File: src/rtl/pong_pkg.sv
`default_nettype none

package pong_pkg;

    // Global flow, menu through game over
    typedef enum logic [1:0] {
        MENU  = 2'b00,
        RULES = 2'b01,
        PLAY  = 2'b10,
        OVER  = 2'b11
    } glob_state_t;

    // Game flow inside PLAY
    typedef enum logic [1:0] {
        IDLE       = 2'b00,
        RALLY      = 2'b01,
        SERVE_WAIT = 2'b10,
        DONE       = 2'b11
    } game_state_t;

    typedef logic [9:0] coord_t;   // Pixel coordinate
    typedef logic [7:0] score_t;   // Binary score

    // Direction codes for the ball
    localparam logic DIR_LEFT  = 1'b0;
    localparam logic DIR_RIGHT = 1'b1;
    localparam logic DIR_UP    = 1'b0;
    localparam logic DIR_DOWN  = 1'b1;

    localparam score_t SCORE_CAP  = 8'd99;  // Outright win
    localparam score_t WIN_MARGIN = 8'd2;   // Lead needed at the target

endpackage

`default_nettype wire

File: src/rtl/paddle_contact.sv
`default_nettype none
`timescale 1ns/1ps

module paddle_contact #(
    parameter int FIELD_W    = 640,
    parameter int BALL_SIZE  = 16,
    parameter int PADDLE_W   = 8,
    parameter int PADDLE_H   = 72,
    parameter int PADDLE_GAP = 1
) (
    input  pong_pkg::coord_t  ball_x,
    input  pong_pkg::coord_t  ball_y,
    input  pong_pkg::coord_t  paddle1_y,
    input  pong_pkg::coord_t  paddle2_y,
    output logic              paddle_hit
);

    // Paddle x never moves
    localparam pong_pkg::coord_t PAD1_X = pong_pkg::coord_t'(PADDLE_GAP);
    localparam pong_pkg::coord_t PAD2_X = pong_pkg::coord_t'(FIELD_W - PADDLE_W - PADDLE_GAP);

    // Open-interval overlap on one axis, one extra bit for the sums
    function automatic logic span_overlap(
        input pong_pkg::coord_t a_lo,
        input int               a_len,
        input pong_pkg::coord_t b_lo,
        input int               b_len
    );
        logic [10:0] a_hi;
        logic [10:0] b_hi;
        a_hi = {1'b0, a_lo} + 11'(a_len);
        b_hi = {1'b0, b_lo} + 11'(b_len);
        return (a_hi > {1'b0, b_lo}) && (b_hi > {1'b0, a_lo});
    endfunction

    logic hit_p1;
    logic hit_p2;

    assign hit_p1 = span_overlap(ball_x, BALL_SIZE, PAD1_X, PADDLE_W)
                 && span_overlap(ball_y, BALL_SIZE, paddle1_y, PADDLE_H);
    assign hit_p2 = span_overlap(ball_x, BALL_SIZE, PAD2_X, PADDLE_W)
                 && span_overlap(ball_y, BALL_SIZE, paddle2_y, PADDLE_H);

    assign paddle_hit = hit_p1 || hit_p2;

endmodule

`default_nettype wire

File: src/rtl/ball_motion.sv
`default_nettype none
`timescale 1ns/1ps

module ball_motion #(
    parameter int FIELD_W   = 640,
    parameter int FIELD_H   = 480,
    parameter int BALL_SIZE = 16
) (
    input  wire               tick_ball_x,
    input  wire               reset,
    input  wire               run,
    input  wire               paddle_hit,
    output pong_pkg::coord_t  ball_x,
    output pong_pkg::coord_t  ball_y,
    output logic              out_left,
    output logic              out_right
);

    localparam pong_pkg::coord_t SPAWN_X = pong_pkg::coord_t'(FIELD_W / 2 - BALL_SIZE / 2);
    localparam pong_pkg::coord_t SPAWN_Y = pong_pkg::coord_t'(FIELD_H / 2 - BALL_SIZE / 2);
    localparam pong_pkg::coord_t X_MAX   = pong_pkg::coord_t'(FIELD_W - 1 - BALL_SIZE);
    localparam pong_pkg::coord_t Y_MAX   = pong_pkg::coord_t'(FIELD_H - 1 - BALL_SIZE);

    logic dir_x;        // DIR_LEFT or DIR_RIGHT
    logic dir_y;        // DIR_UP or DIR_DOWN
    logic live;         // Cleared once the ball has left the field
    logic hit_top;
    logic hit_bot;

    // Exit strobes only fire for a live ball in a rally
    assign out_left  = run && live && (ball_x == '0);
    assign out_right = run && live && (ball_x >= X_MAX);

    assign hit_top = (ball_y == '0);
    assign hit_bot = (ball_y >= Y_MAX);

    always_ff @(posedge tick_ball_x or posedge reset) begin
        if (reset) begin
            ball_x <= SPAWN_X;
            ball_y <= SPAWN_Y;
            dir_x  <= pong_pkg::DIR_LEFT;
            dir_y  <= pong_pkg::DIR_UP;
            live   <= 1'b1;
        end else if (!run) begin
            // Respawn between rallies
            ball_x <= SPAWN_X;
            ball_y <= SPAWN_Y;
            dir_x  <= pong_pkg::DIR_LEFT;
            dir_y  <= pong_pkg::DIR_UP;
            live   <= 1'b1;
        end else if (live) begin
            if (out_left || out_right) begin
                live <= 1'b0;   // Freeze until run drops
            end else begin
                if (paddle_hit) begin
                    dir_x  <= ~dir_x;
                    ball_x <= (dir_x == pong_pkg::DIR_LEFT) ? ball_x + 10'd1 : ball_x - 10'd1;
                end else begin
                    ball_x <= (dir_x == pong_pkg::DIR_LEFT) ? ball_x - 10'd1 : ball_x + 10'd1;
                end

                // Top and bottom walls bounce
                if (hit_top || hit_bot) begin
                    dir_y  <= ~dir_y;
                    ball_y <= (dir_y == pong_pkg::DIR_UP) ? ball_y + 10'd1 : ball_y - 10'd1;
                end else begin
                    ball_y <= (dir_y == pong_pkg::DIR_UP) ? ball_y - 10'd1 : ball_y + 10'd1;
                end
            end
        end
    end

endmodule

`default_nettype wire

File: src/rtl/paddle_bank.sv
`default_nettype none
`timescale 1ns/1ps

module paddle_bank #(
    parameter int FIELD_H  = 480,
    parameter int PADDLE_H = 72
) (
    input  wire               tick_ball_x,
    input  wire               reset,
    input  wire               run,
    input  wire               p1_up,
    input  wire               p1_down,
    input  wire               p2_up,
    input  wire               p2_down,
    output pong_pkg::coord_t  paddle1_y,
    output pong_pkg::coord_t  paddle2_y
);

    localparam pong_pkg::coord_t CENTER_Y = pong_pkg::coord_t'(FIELD_H / 2 - PADDLE_H / 2);
    localparam pong_pkg::coord_t Y_MAX    = pong_pkg::coord_t'(FIELD_H - 1 - PADDLE_H);

    logic             key_up   [2];
    logic             key_down [2];
    pong_pkg::coord_t pad_y    [2];

    // Index 0 is the left paddle
    assign key_up[0]   = p1_up;
    assign key_down[0] = p1_down;
    assign key_up[1]   = p2_up;
    assign key_down[1] = p2_down;

    for (genvar i = 0; i < 2; i++) begin : g_paddle
        always_ff @(posedge tick_ball_x or posedge reset) begin
            if (reset) begin
                pad_y[i] <= CENTER_Y;
            end else if (!run) begin
                pad_y[i] <= CENTER_Y;   // Hold at center outside a rally
            end else begin
                case ({key_up[i], key_down[i]})
                    2'b10: begin
                        if (pad_y[i] != '0)
                            pad_y[i] <= pad_y[i] - 10'd1;
                    end
                    2'b01: begin
                        if (pad_y[i] < Y_MAX)
                            pad_y[i] <= pad_y[i] + 10'd1;
                    end
                    default: begin
                        pad_y[i] <= pad_y[i];   // None or both held
                    end
                endcase
            end
        end
    end

    assign paddle1_y = pad_y[0];
    assign paddle2_y = pad_y[1];

endmodule

`default_nettype wire

File: src/rtl/match_control.sv
`default_nettype none
`timescale 1ns/1ps

module match_control #(
    parameter int FIELD_W    = 640,
    parameter int BALL_SIZE  = 16,
    parameter int PADDLE_W   = 8,
    parameter int PADDLE_H   = 72,
    parameter int PADDLE_GAP = 1
) (
    input  wire                    tick_ball_x,
    input  wire                    reset,
    input  wire                    start,
    input  pong_pkg::score_t       max_score,
    input  pong_pkg::coord_t       ball_x,
    input  pong_pkg::coord_t       ball_y,
    input  pong_pkg::coord_t       paddle1_y,
    input  pong_pkg::coord_t       paddle2_y,
    input  wire                    out_left,
    input  wire                    out_right,
    output logic                   run,
    output logic                   paddle_hit,
    output pong_pkg::glob_state_t  glob_state,
    output pong_pkg::game_state_t  game_state,
    output pong_pkg::score_t       score_p1,
    output pong_pkg::score_t       score_p2
);

    pong_pkg::glob_state_t glob_next;
    pong_pkg::game_state_t game_next;
    pong_pkg::score_t      score_diff;
    logic                  win;
    logic                  exit_seen;   // Ball left the field on the last edge

    paddle_contact #(
        .FIELD_W    (FIELD_W),
        .BALL_SIZE  (BALL_SIZE),
        .PADDLE_W   (PADDLE_W),
        .PADDLE_H   (PADDLE_H),
        .PADDLE_GAP (PADDLE_GAP)
    ) u_contact (
        .ball_x     (ball_x),
        .ball_y     (ball_y),
        .paddle1_y  (paddle1_y),
        .paddle2_y  (paddle2_y),
        .paddle_hit (paddle_hit)
    );

    assign run = (game_state == pong_pkg::RALLY);

    assign score_diff = (score_p1 >= score_p2) ? score_p1 - score_p2 : score_p2 - score_p1;

    // Hard cap, or target reached with a two point lead
    assign win = (score_p1 >= pong_pkg::SCORE_CAP) || (score_p2 >= pong_pkg::SCORE_CAP)
              || (((score_p1 >= max_score) || (score_p2 >= max_score))
                  && (score_diff >= pong_pkg::WIN_MARGIN));

    always_comb begin
        glob_next = glob_state;
        case (glob_state)
            pong_pkg::MENU:  if (start) glob_next = pong_pkg::RULES;
            pong_pkg::RULES: if (start) glob_next = pong_pkg::PLAY;
            pong_pkg::PLAY:  if (game_state == pong_pkg::DONE) glob_next = pong_pkg::OVER;
            pong_pkg::OVER:  if (start) glob_next = pong_pkg::MENU;
            default:         glob_next = pong_pkg::MENU;
        endcase
    end

    always_comb begin
        game_next = game_state;
        case (game_state)
            pong_pkg::IDLE: begin
                if (glob_state == pong_pkg::PLAY)
                    game_next = pong_pkg::SERVE_WAIT;
            end
            pong_pkg::SERVE_WAIT: begin
                if (start)
                    game_next = pong_pkg::RALLY;
            end
            pong_pkg::RALLY: begin
                // Scores already updated when exit_seen is set
                if (exit_seen)
                    game_next = win ? pong_pkg::DONE : pong_pkg::SERVE_WAIT;
            end
            pong_pkg::DONE: game_next = pong_pkg::IDLE;
            default:        game_next = pong_pkg::IDLE;
        endcase
    end

    always_ff @(posedge tick_ball_x or posedge reset) begin
        if (reset) begin
            glob_state <= pong_pkg::MENU;
            game_state <= pong_pkg::IDLE;
            exit_seen  <= 1'b0;
        end else begin
            glob_state <= glob_next;
            game_state <= game_next;
            exit_seen  <= out_left || out_right;
        end
    end

    // Scoring on the exit edge
    always_ff @(posedge tick_ball_x or posedge reset) begin
        if (reset) begin
            score_p1 <= '0;
            score_p2 <= '0;
        end else if (glob_state == pong_pkg::MENU) begin
            score_p1 <= '0;
            score_p2 <= '0;
        end else if (out_left) begin
            score_p2 <= score_p2 + 8'd1;   // Left wall is a point for player 2
        end else if (out_right) begin
            score_p1 <= score_p1 + 8'd1;
        end
    end

endmodule

`default_nettype wire

File: src/rtl/pong_top.sv
`default_nettype none
`timescale 1ns/1ps

module pong_top #(
    parameter int FIELD_W    = 640,
    parameter int FIELD_H    = 480,
    parameter int BALL_SIZE  = 16,
    parameter int PADDLE_W   = 8,
    parameter int PADDLE_H   = 72,
    parameter int PADDLE_GAP = 1
) (
    input  wire                    tick_ball_x,
    input  wire                    reset,
    input  wire                    start,
    input  wire                    p1_up,
    input  wire                    p1_down,
    input  wire                    p2_up,
    input  wire                    p2_down,
    input  pong_pkg::score_t       max_score,
    output pong_pkg::glob_state_t  glob_state,
    output pong_pkg::game_state_t  game_state,
    output pong_pkg::score_t       score_p1,
    output pong_pkg::score_t       score_p2,
    output pong_pkg::coord_t       ball_x,
    output pong_pkg::coord_t       ball_y,
    output pong_pkg::coord_t       paddle1_y,
    output pong_pkg::coord_t       paddle2_y
);

    logic run;          // High only in RALLY
    logic paddle_hit;
    logic out_left;
    logic out_right;

    ball_motion #(
        .FIELD_W    (FIELD_W),
        .FIELD_H    (FIELD_H),
        .BALL_SIZE  (BALL_SIZE)
    ) u_ball (
        .tick_ball_x (tick_ball_x),
        .reset       (reset),
        .run         (run),
        .paddle_hit  (paddle_hit),
        .ball_x      (ball_x),
        .ball_y      (ball_y),
        .out_left    (out_left),
        .out_right   (out_right)
    );

    paddle_bank #(
        .FIELD_H    (FIELD_H),
        .PADDLE_H   (PADDLE_H)
    ) u_paddles (
        .tick_ball_x (tick_ball_x),
        .reset       (reset),
        .run         (run),
        .p1_up       (p1_up),
        .p1_down     (p1_down),
        .p2_up       (p2_up),
        .p2_down     (p2_down),
        .paddle1_y   (paddle1_y),
        .paddle2_y   (paddle2_y)
    );

    match_control #(
        .FIELD_W    (FIELD_W),
        .BALL_SIZE  (BALL_SIZE),
        .PADDLE_W   (PADDLE_W),
        .PADDLE_H   (PADDLE_H),
        .PADDLE_GAP (PADDLE_GAP)
    ) u_match (
        .tick_ball_x (tick_ball_x),
        .reset       (reset),
        .start       (start),
        .max_score   (max_score),
        .ball_x      (ball_x),
        .ball_y      (ball_y),
        .paddle1_y   (paddle1_y),
        .paddle2_y   (paddle2_y),
        .out_left    (out_left),
        .out_right   (out_right),
        .run         (run),
        .paddle_hit  (paddle_hit),
        .glob_state  (glob_state),
        .game_state  (game_state),
        .score_p1    (score_p1),
        .score_p2    (score_p2)
    );

endmodule

`default_nettype wire

File: config.mk
export PLATFORM = sky130hd
export DESIGN_NAME = pong_top
export DESIGN_NICKNAME = d
export VERILOG_FILES = /design/src/rtl/pong_pkg.sv /design/src/rtl/paddle_contact.sv /design/src/rtl/ball_motion.sv /design/src/rtl/paddle_bank.sv /design/src/rtl/match_control.sv /design/src/rtl/pong_top.sv
export SDC_FILE = /design/constraint.sdc
export NUM_CORES = 1
export LEC_CHECK = 0
export BUFFER_PORTS_ARGS = -buffer_cell sky130_fd_sc_hd__buf_2
export CAP_MARGIN = 5
export CORE_ASPECT_RATIO = 2
export CORE_MARGIN = 2
export CORE_UTILIZATION = 55
export DETAILED_ROUTE_END_ITERATION = 16
export PLACE_DENSITY = 0.82
export SLEW_MARGIN = 30
export SYNTH_ARGS = -nofsm -noshare
export SYNTH_HDL_FRONTEND = slang
export SYNTH_SLANG_ARGS = --single-unit
File: constraint.sdc
create_clock -name tick_ball_x -period 9.2 [get_ports tick_ball_x]
set_clock_uncertainty 0.2 [all_clocks]
set_input_delay 1.84 -clock tick_ball_x [delete_from_list [all_inputs] [get_ports tick_ball_x]]
set_output_delay 1.84 -clock tick_ball_x [all_outputs]
set_load 0.03 [all_outputs]
# --- Word-level counts from Yosys, hierarchy flattened ---
# Cells that the tools add are included.
totals:
  latchBits: 0
  romBits: 0
  ramBits: 0
  regBits: 64
  memories: 0
  inputBits: 15
  out_inout_bits: 60
  elab_cells: 154
classes:
  n_reduce_logical: 32
  eq_ne: 28
  mux: 46
  shifts: 0
  div_mod_pow: 0
  multipliers: 0
  add_sub_neg: 16
  order_cmp: 18
  n_bitwise: 2
ops:
  columns: ["op", "count"]
  rows:
  - ["2-to-1 mux 10 bit", 18]
  - ["2-to-1 mux 8 bit", 6]
  - ["> comparator 11 x 10 -> 1 bit", 4]
  - ["adder 10 x 1 -> 10 bit, second input constant", 4]
  - ["one-hot mux 10 bit (2 select lines)", 2]
  - ["subtractor 10 x 1 -> 10 bit, second input constant", 4]
  - ["greater-or-equal comparator 8 bit", 3]
  - ["adder 10 x 5 -> 11 bit, second input constant", 2]
  - ["adder 10 x 7 -> 11 bit, second input constant", 2]
  - ["logical NOT 10 bit", 2]
  - ["less-than comparator 10 x 9 -> 1 bit, second input constant", 2]
  - ["nonzero test 10 bit", 2]
  - ["!= test 2 bit, second input constant", 9]
  - ["adder 8 x 1 -> 8 bit, second input constant", 2]
  - ["greater-or-equal comparator 8 x 7 -> 1 bit, second input constant", 2]
  - ["one-hot mux 2 bit (4 select lines)", 2]
  - ["subtractor 8 bit", 2]
  - ["AND reduction 3 bit", 5]
  - ["== test 2 bit, second input constant", 6]
  - ["2-to-1 mux 1 bit", 12]
  - ["2-to-1 mux 2 bit", 6]
  - ["!= test 3 x 2 -> 1 bit, second input constant", 4]
  - ["> comparator 11 x 1 -> 1 bit, second input constant", 1]
  - ["> comparator 11 x 10 -> 1 bit, second input constant", 1]
  - ["15 further kinds", 39]

# --- Depth between registers and ports, before layout ---
logic_depth:
  word_depth: 9
  ltp_mapped: 14

# --- Hierarchy ---
# A second synthesis with hierarchy kept.
hier_totals:
  cells_unflattened: 850
  area_unflattened_um2: 7088.0
by_module_without_submodules:
  columns: ["module", "seq_area_each_um2", "area_per_inst_um2", "n_inst", "cells_per_inst"]
  rows:
  - ["match_control", 525.5, 2238.4, 1, 269]
  - ["paddle_bank", 510.5, 1756.7, 1, 199]
  - ["ball_motion", 586.8, 1609.0, 1, 185]
  - ["paddle_contact", 0.0, 1483.9, 1, 197]

# --- Worst setup path after synthesis ---
# Ideal clock, no wire load.
synth_timing:
  kind: "input to register"
  from: "in p2_up"
  to: "reg u_paddles.pad_y, in the netlist u_paddles.paddle2_y[9]"
  stages: 11
  n_path_buf: 0
  slack_ns: 5.065
  t_arrival_ns: 3.841
  cell_sequence: "nand2b_1 ha_1 a21o_1 a21oi_1 o21ai_0 a21oi_1 o21ai_0 a31o_2 nor2_1 nor3_1 a211oi_1"
synth_between:
  elab_chain_cells: 3
  elab_cells_between_ends: 8
  classes_between: "eq/ne (5); mux (2); reduce/logical (1)"
synth_rtl:
  columns: ["element", "line_no", "rtl"]
  rows:
  - ["start, declared", "pong_top.sv:17", "input wire p2_up,"]
  - ["== test 2 x 1 -> 1 bit or == test 2 bit (tied branches)", "paddle_bank.sv:39", "case ({key_up[i], key_down[i]})"]
  - ["!= test 3 x 2 -> 1 bit (no source line), or another cell as far along", null, null]
  - ["AND reduction 3 bit (no source line) or 2-to-1 mux 10 bit (tied branches)", null, null]
  - ["end signal, assigned by index", "paddle_bank.sv:42", "pad_y[i] <= pad_y[i] - 10'd1;"]
  - ["end signal, assigned by index", "paddle_bank.sv:46", "pad_y[i] <= pad_y[i] + 10'd1;"]
  - ["end signal, assigned by index", "paddle_bank.sv:49", "pad_y[i] <= pad_y[i];"]
  - ["end, declared", "paddle_bank.sv:24", "pong_pkg::coord_t pad_y [2];"]
# Several ways; a longest one is shown, not always the timed one.
# A chain may end at the register's enable or synchronous reset.

# --- Worst setup path in the final report ---
# Same ends and word-level chain as after synthesis.

==> metrics.md <==
| Metric | Value |
|---|---|
| Finished Cell Area | 0.00737 mm^2 |
| CTS tree | done |
| Placed cell area | 0.00710 mm^2 |
| Sink Count | 64 |
| Post-synth ARST share | 1.00 |
| Vias | 6234 |
| CTS Hold Bufs | 0 |
| Post-synth net total | 916 |
| Clk buf depth | 2 |
| Initial antenna violation count | 0 |
| CP Max Fanout | 10 |
| Syn_area_per_cell | 8.41 um^2 |
| Final nets | 978 |
| Post-Syn Instances | 790 |
| Clock share of power | 0.311 |
| PD cells | 138 mW/mm^2 |
| Final Hold Fails | 0 |
| Num CTS Buffers | 9 |
| Post-CTS Resized | 0 |
| EDFF count, synth | 0 |
| Worst-Margin Slew | 851 ps |
| Main flop type after synthesis | dfrtp_1 |
| Largest net degree at the start of global routing | 65 |
| Switch share | 0.389 |
| Outcome | finished clean |
| Internal Power | 623 uW |
| Total grt overflow | 0 |
| Peak supply drop | 0.000108 V |
| Wire per inst | 18.2 um |
| Synth warn | 0 |
| Initial Util | 0.564 |
| Max-slew violation count | 0 |
| Min-Delay Path Depth | 2 |
| CP max stage delay | 360 ps |
| Buf/Inv on CP | 1 |
| GRT Resource Usage Total | 0.288 |
| H-Tree Depth | 3 |
| Pleak | 0.00358 uW |
| Hold_sp | u_ball.ball_y[5]$_DFFE_PP1P_ |
| Post-Syn Area | 0.00664 mm^2 |
| Vias in the first global route | 6186 |
| Clock transition at path regs | 60 ps |
| Worst hold-check path type | register to register |
| Max Cap Viol | 0 |
| Arrival time worst endpoint | 4170 ps |
| Worst Reg-to-Reg Cells | 13 |
| Post-Synth Simple-Gate Area | 0.202 |
| Vias per cell | 6.22 |
| Area grow syn2layout | 11.0% |
| Synth Area in Adders | 0.215 |
| Switching power total | 397 uW |
| Share of cells above drive strength 1 | 0.149 |
| Drt pass-1 iters | 5 |
| Critical Path RT | 9260 ps |
| DRC violations left | 0 |
| Full die area | 0.0130 mm^2 |
| Setup tns final | 0 ps |
| Worst reg2reg path endpoint | u_ball.ball_x[2]$_DFFE_PP0P_ |
| Synthesis-stage register bit count | 64 |
| Unique cell type count in the Yosys netlist | 71 |
| Post-DP HPWL | 14.0 mm |
| Fillers | 1069 |
| Seq pwr share | 0.343 |
| Worst R2R Start | u_ball.ball_y[6]$_DFFE_PP1P_ |
| Num ports | 75 |
| Tcrit/Tclk final | 0.447 |
| Setup Crit Path Kind | primary input to register |
| Largest family of logic cells by synthesized area | adder cells |
| Min-Delay Endpoint | u_ball.ball_y[5]$_DFFE_PP1P_ |
| Row cnt | 56 |
| Final setup vio count | 0 |
| Antenna cells | 0 |
| Die height | 159 um |
| Die X-Extent | 81.7 um |
| Startpoint types | primary input |
| Crit path capture type | register |
| Iteration-0 DRC Markers | 421 |
| Normalized max-slew margin | 0.433 |
| Core area | 0.0118 mm^2 |
| Global-route wire length before repair | 29.1 mm |
| Clk_lat worst skew | 350 ps |
| IO buf count | 74 |
| Synth Area in XOR/XNOR | 0.0859 |
| Final Util | 0.626 |
| Routed Antenna Nets | 0 |
| Final worst path period need | 4110 ps |
| Placer Congestion | 0.966 |
| Multiplexer area fraction after synthesis | 0.0200 |
| Logic pwr share | 0.345 |
| Reg-to-reg slack, setup | 5220 ps |
| CTS root buf | clkbuf_16 |
| RSZ-0062 raised after global routing | no |
| Worst-path cell chain | buf_2, nand2b_1, ha_1, a21o_1, a21oi_1, o21ai_0, a21oi_1, o21ai_0, a31o_2, nor2_1, nor3_1, a211oi_1 |
| Fmax | 0.243 GHz |
| Register area share after synthesis | 0.244 |
| WL final | 18.2 mm |
| Synth Area in Compound Gates | 0.171 |
| Crit path max-delay cell type | ha_1 |
| Post-CTS Setup Bufs | 0 |
| Delay-heaviest family, CP | compound AO/OA/AOI/OAI gates |
-- cell usage after synthesis, types with 4 or more instances --
master / instances / area (um^2)
a211oi_1: 6 / 45.0
a21o_1: 18 / 135
a21oi_1: 53 / 265
a31oi_1: 4 / 25.0
and3_1: 8 / 50.1
buf_2: 5 / 25.0
clkbuf_1: 20 / 75.1
dfrtp_1: 47 / 1180
dfstp_2: 17 / 447
fa_1: 4 / 80.1
ha_1: 107 / 1340
inv_1: 76 / 285
mux2i_1: 11 / 110
nand2_1: 62 / 233
nand2b_1: 9 / 56.3
nand3_1: 32 / 160
nand3b_1: 7 / 52.6
nand4_1: 18 / 113
nor2_1: 56 / 210
nor2b_1: 7 / 43.8
nor3_1: 24 / 120
nor4_1: 14 / 87.6
o21a_1: 4 / 30.0
o21ai_0: 35 / 175
o22ai_1: 9 / 56.3
or3_1: 6 / 37.5
xnor2_1: 48 / 420
xor2_1: 14 / 123
-- flip-flops by register name (all words and copies together), names as in the netlist, 2 cells and up --
| signal | count |
|---|---|
| u_match.score_p2 | 8 |
| u_ball.ball_y | 10 |
| u_paddles.paddle2_y | 10 |
| u_match.score_p1 | 8 |
| u_match.glob_state | 2 |
| u_ball.ball_x | 10 |
| u_paddles.paddle1_y | 10 |
| u_match.game_state | 2 |
-- cells by family (layout without fill, tap and decap cells) --
kind of cell,Yosys count,in the layout
adder cells (fa/ha/maj),112,112
flip-flops,64,64
AND/OR/NAND/NOR,262,262
buffers and inverters,103,170
multiplexers,13,13
XOR/XNOR,63,63
AO/OA/AOI/OAI,173,173
-- through the flow --
stage / std cells / setup WS (ps) / hold WS (ps) / total power, uW
floorplan: 790 / 5060 / 324 / 609
global placement: 986 / 4790 / 331 / 694
detailed placement: 986 / 4750 / 341 / 704
CTS: 1002 / 5100 / 349 / 1030
global route: 1002 / 4870 / 375 / 1070
finish: 1002 / 5090 / 343 / 1020
-- power by group through the flow --
| stage | logic (uW) | registers (uW) | clock network (uW) |
|---|---|---|---|
| 3_5_place_dp | 350 | 354 | 0 |
| 4_1_cts | 353 | 350 | 323 |
| 5_1_grt | 388 | 355 | 330 |
| 6_report | 352 | 350 | 318 |
| 2_1_floorplan | 231 | 378 | 0 |
| 3_3_place_gp | 341 | 353 | 0 |
-- metal layers --
| layer | vias to the layer above | wire [um] | track usage |
|---|---|---|---|
| li1 | 2934 | - | - |
| met1 | 2980 | 6110 | 0.271 |
| met2 | 221 | 9870 | 0.523 |
| met3 | 99 | 766 | 0.0351 |
| met4 | 0 | 1480 | 0.238 |
| met5 | - | 0 | 0 |
-- worst max-delay path by stage --
stage | end | slack, ps | from | depth (start not counted)
finish | u_paddles.paddle2_y[9]$_DFFE_PP0P_ | 5090 | p2_up | 12
global route | u_paddles.paddle1_y[8]$_DFFE_PP0P_ | 4870 | p1_up | 13
CTS | u_paddles.paddle2_y[9]$_DFFE_PP0P_ | 5100 | p2_up | 12
detailed placement | u_paddles.paddle2_y[9]$_DFFE_PP0P_ | 4750 | p2_up | 12
global placement | u_paddles.paddle1_y[8]$_DFFE_PP0P_ | 4790 | p1_up | 12
floorplan | u_paddles.paddle2_y[9]$_DFFE_PP0P_ | 5060 | p2_up | 11
-- cell type report --
cell class              count  area, um^2  share of cell area
multi-input cells         623        4610               0.625
flip-flops and latches     64        1620               0.220
repair buffers             78         400              0.0543
inverters                  76         285              0.0387
clock buffers               9         225              0.0305
well taps                 145         181              0.0246
clock inverters             7        48.8             0.00662
-- worst min-delay path: cells and delay by family (launching register included) --
family          cells  cell delay (ps)
flops               1              390
simple gates        1               70
compound gates      1               70
-- cell usage in the layout (no fill, tap or decap), drive strengths merged, types with 7 or more instances in the layout --
cell / n
buf: 78
dfstp: 17
nand2: 63
nand3b: 7
nand3: 33
nand2b: 9
xor2: 14
clkbuf: 9
ha: 107
inv: 76
a21oi: 53
dfrtp: 47
o22ai: 9
xnor2: 49
mux2i: 11
a21o: 18
nor3: 24
nor2: 57
nand4: 19
o21ai: 38
nor4: 14
nor2b: 7
and3: 8
(Power assumes the default switching activity.)
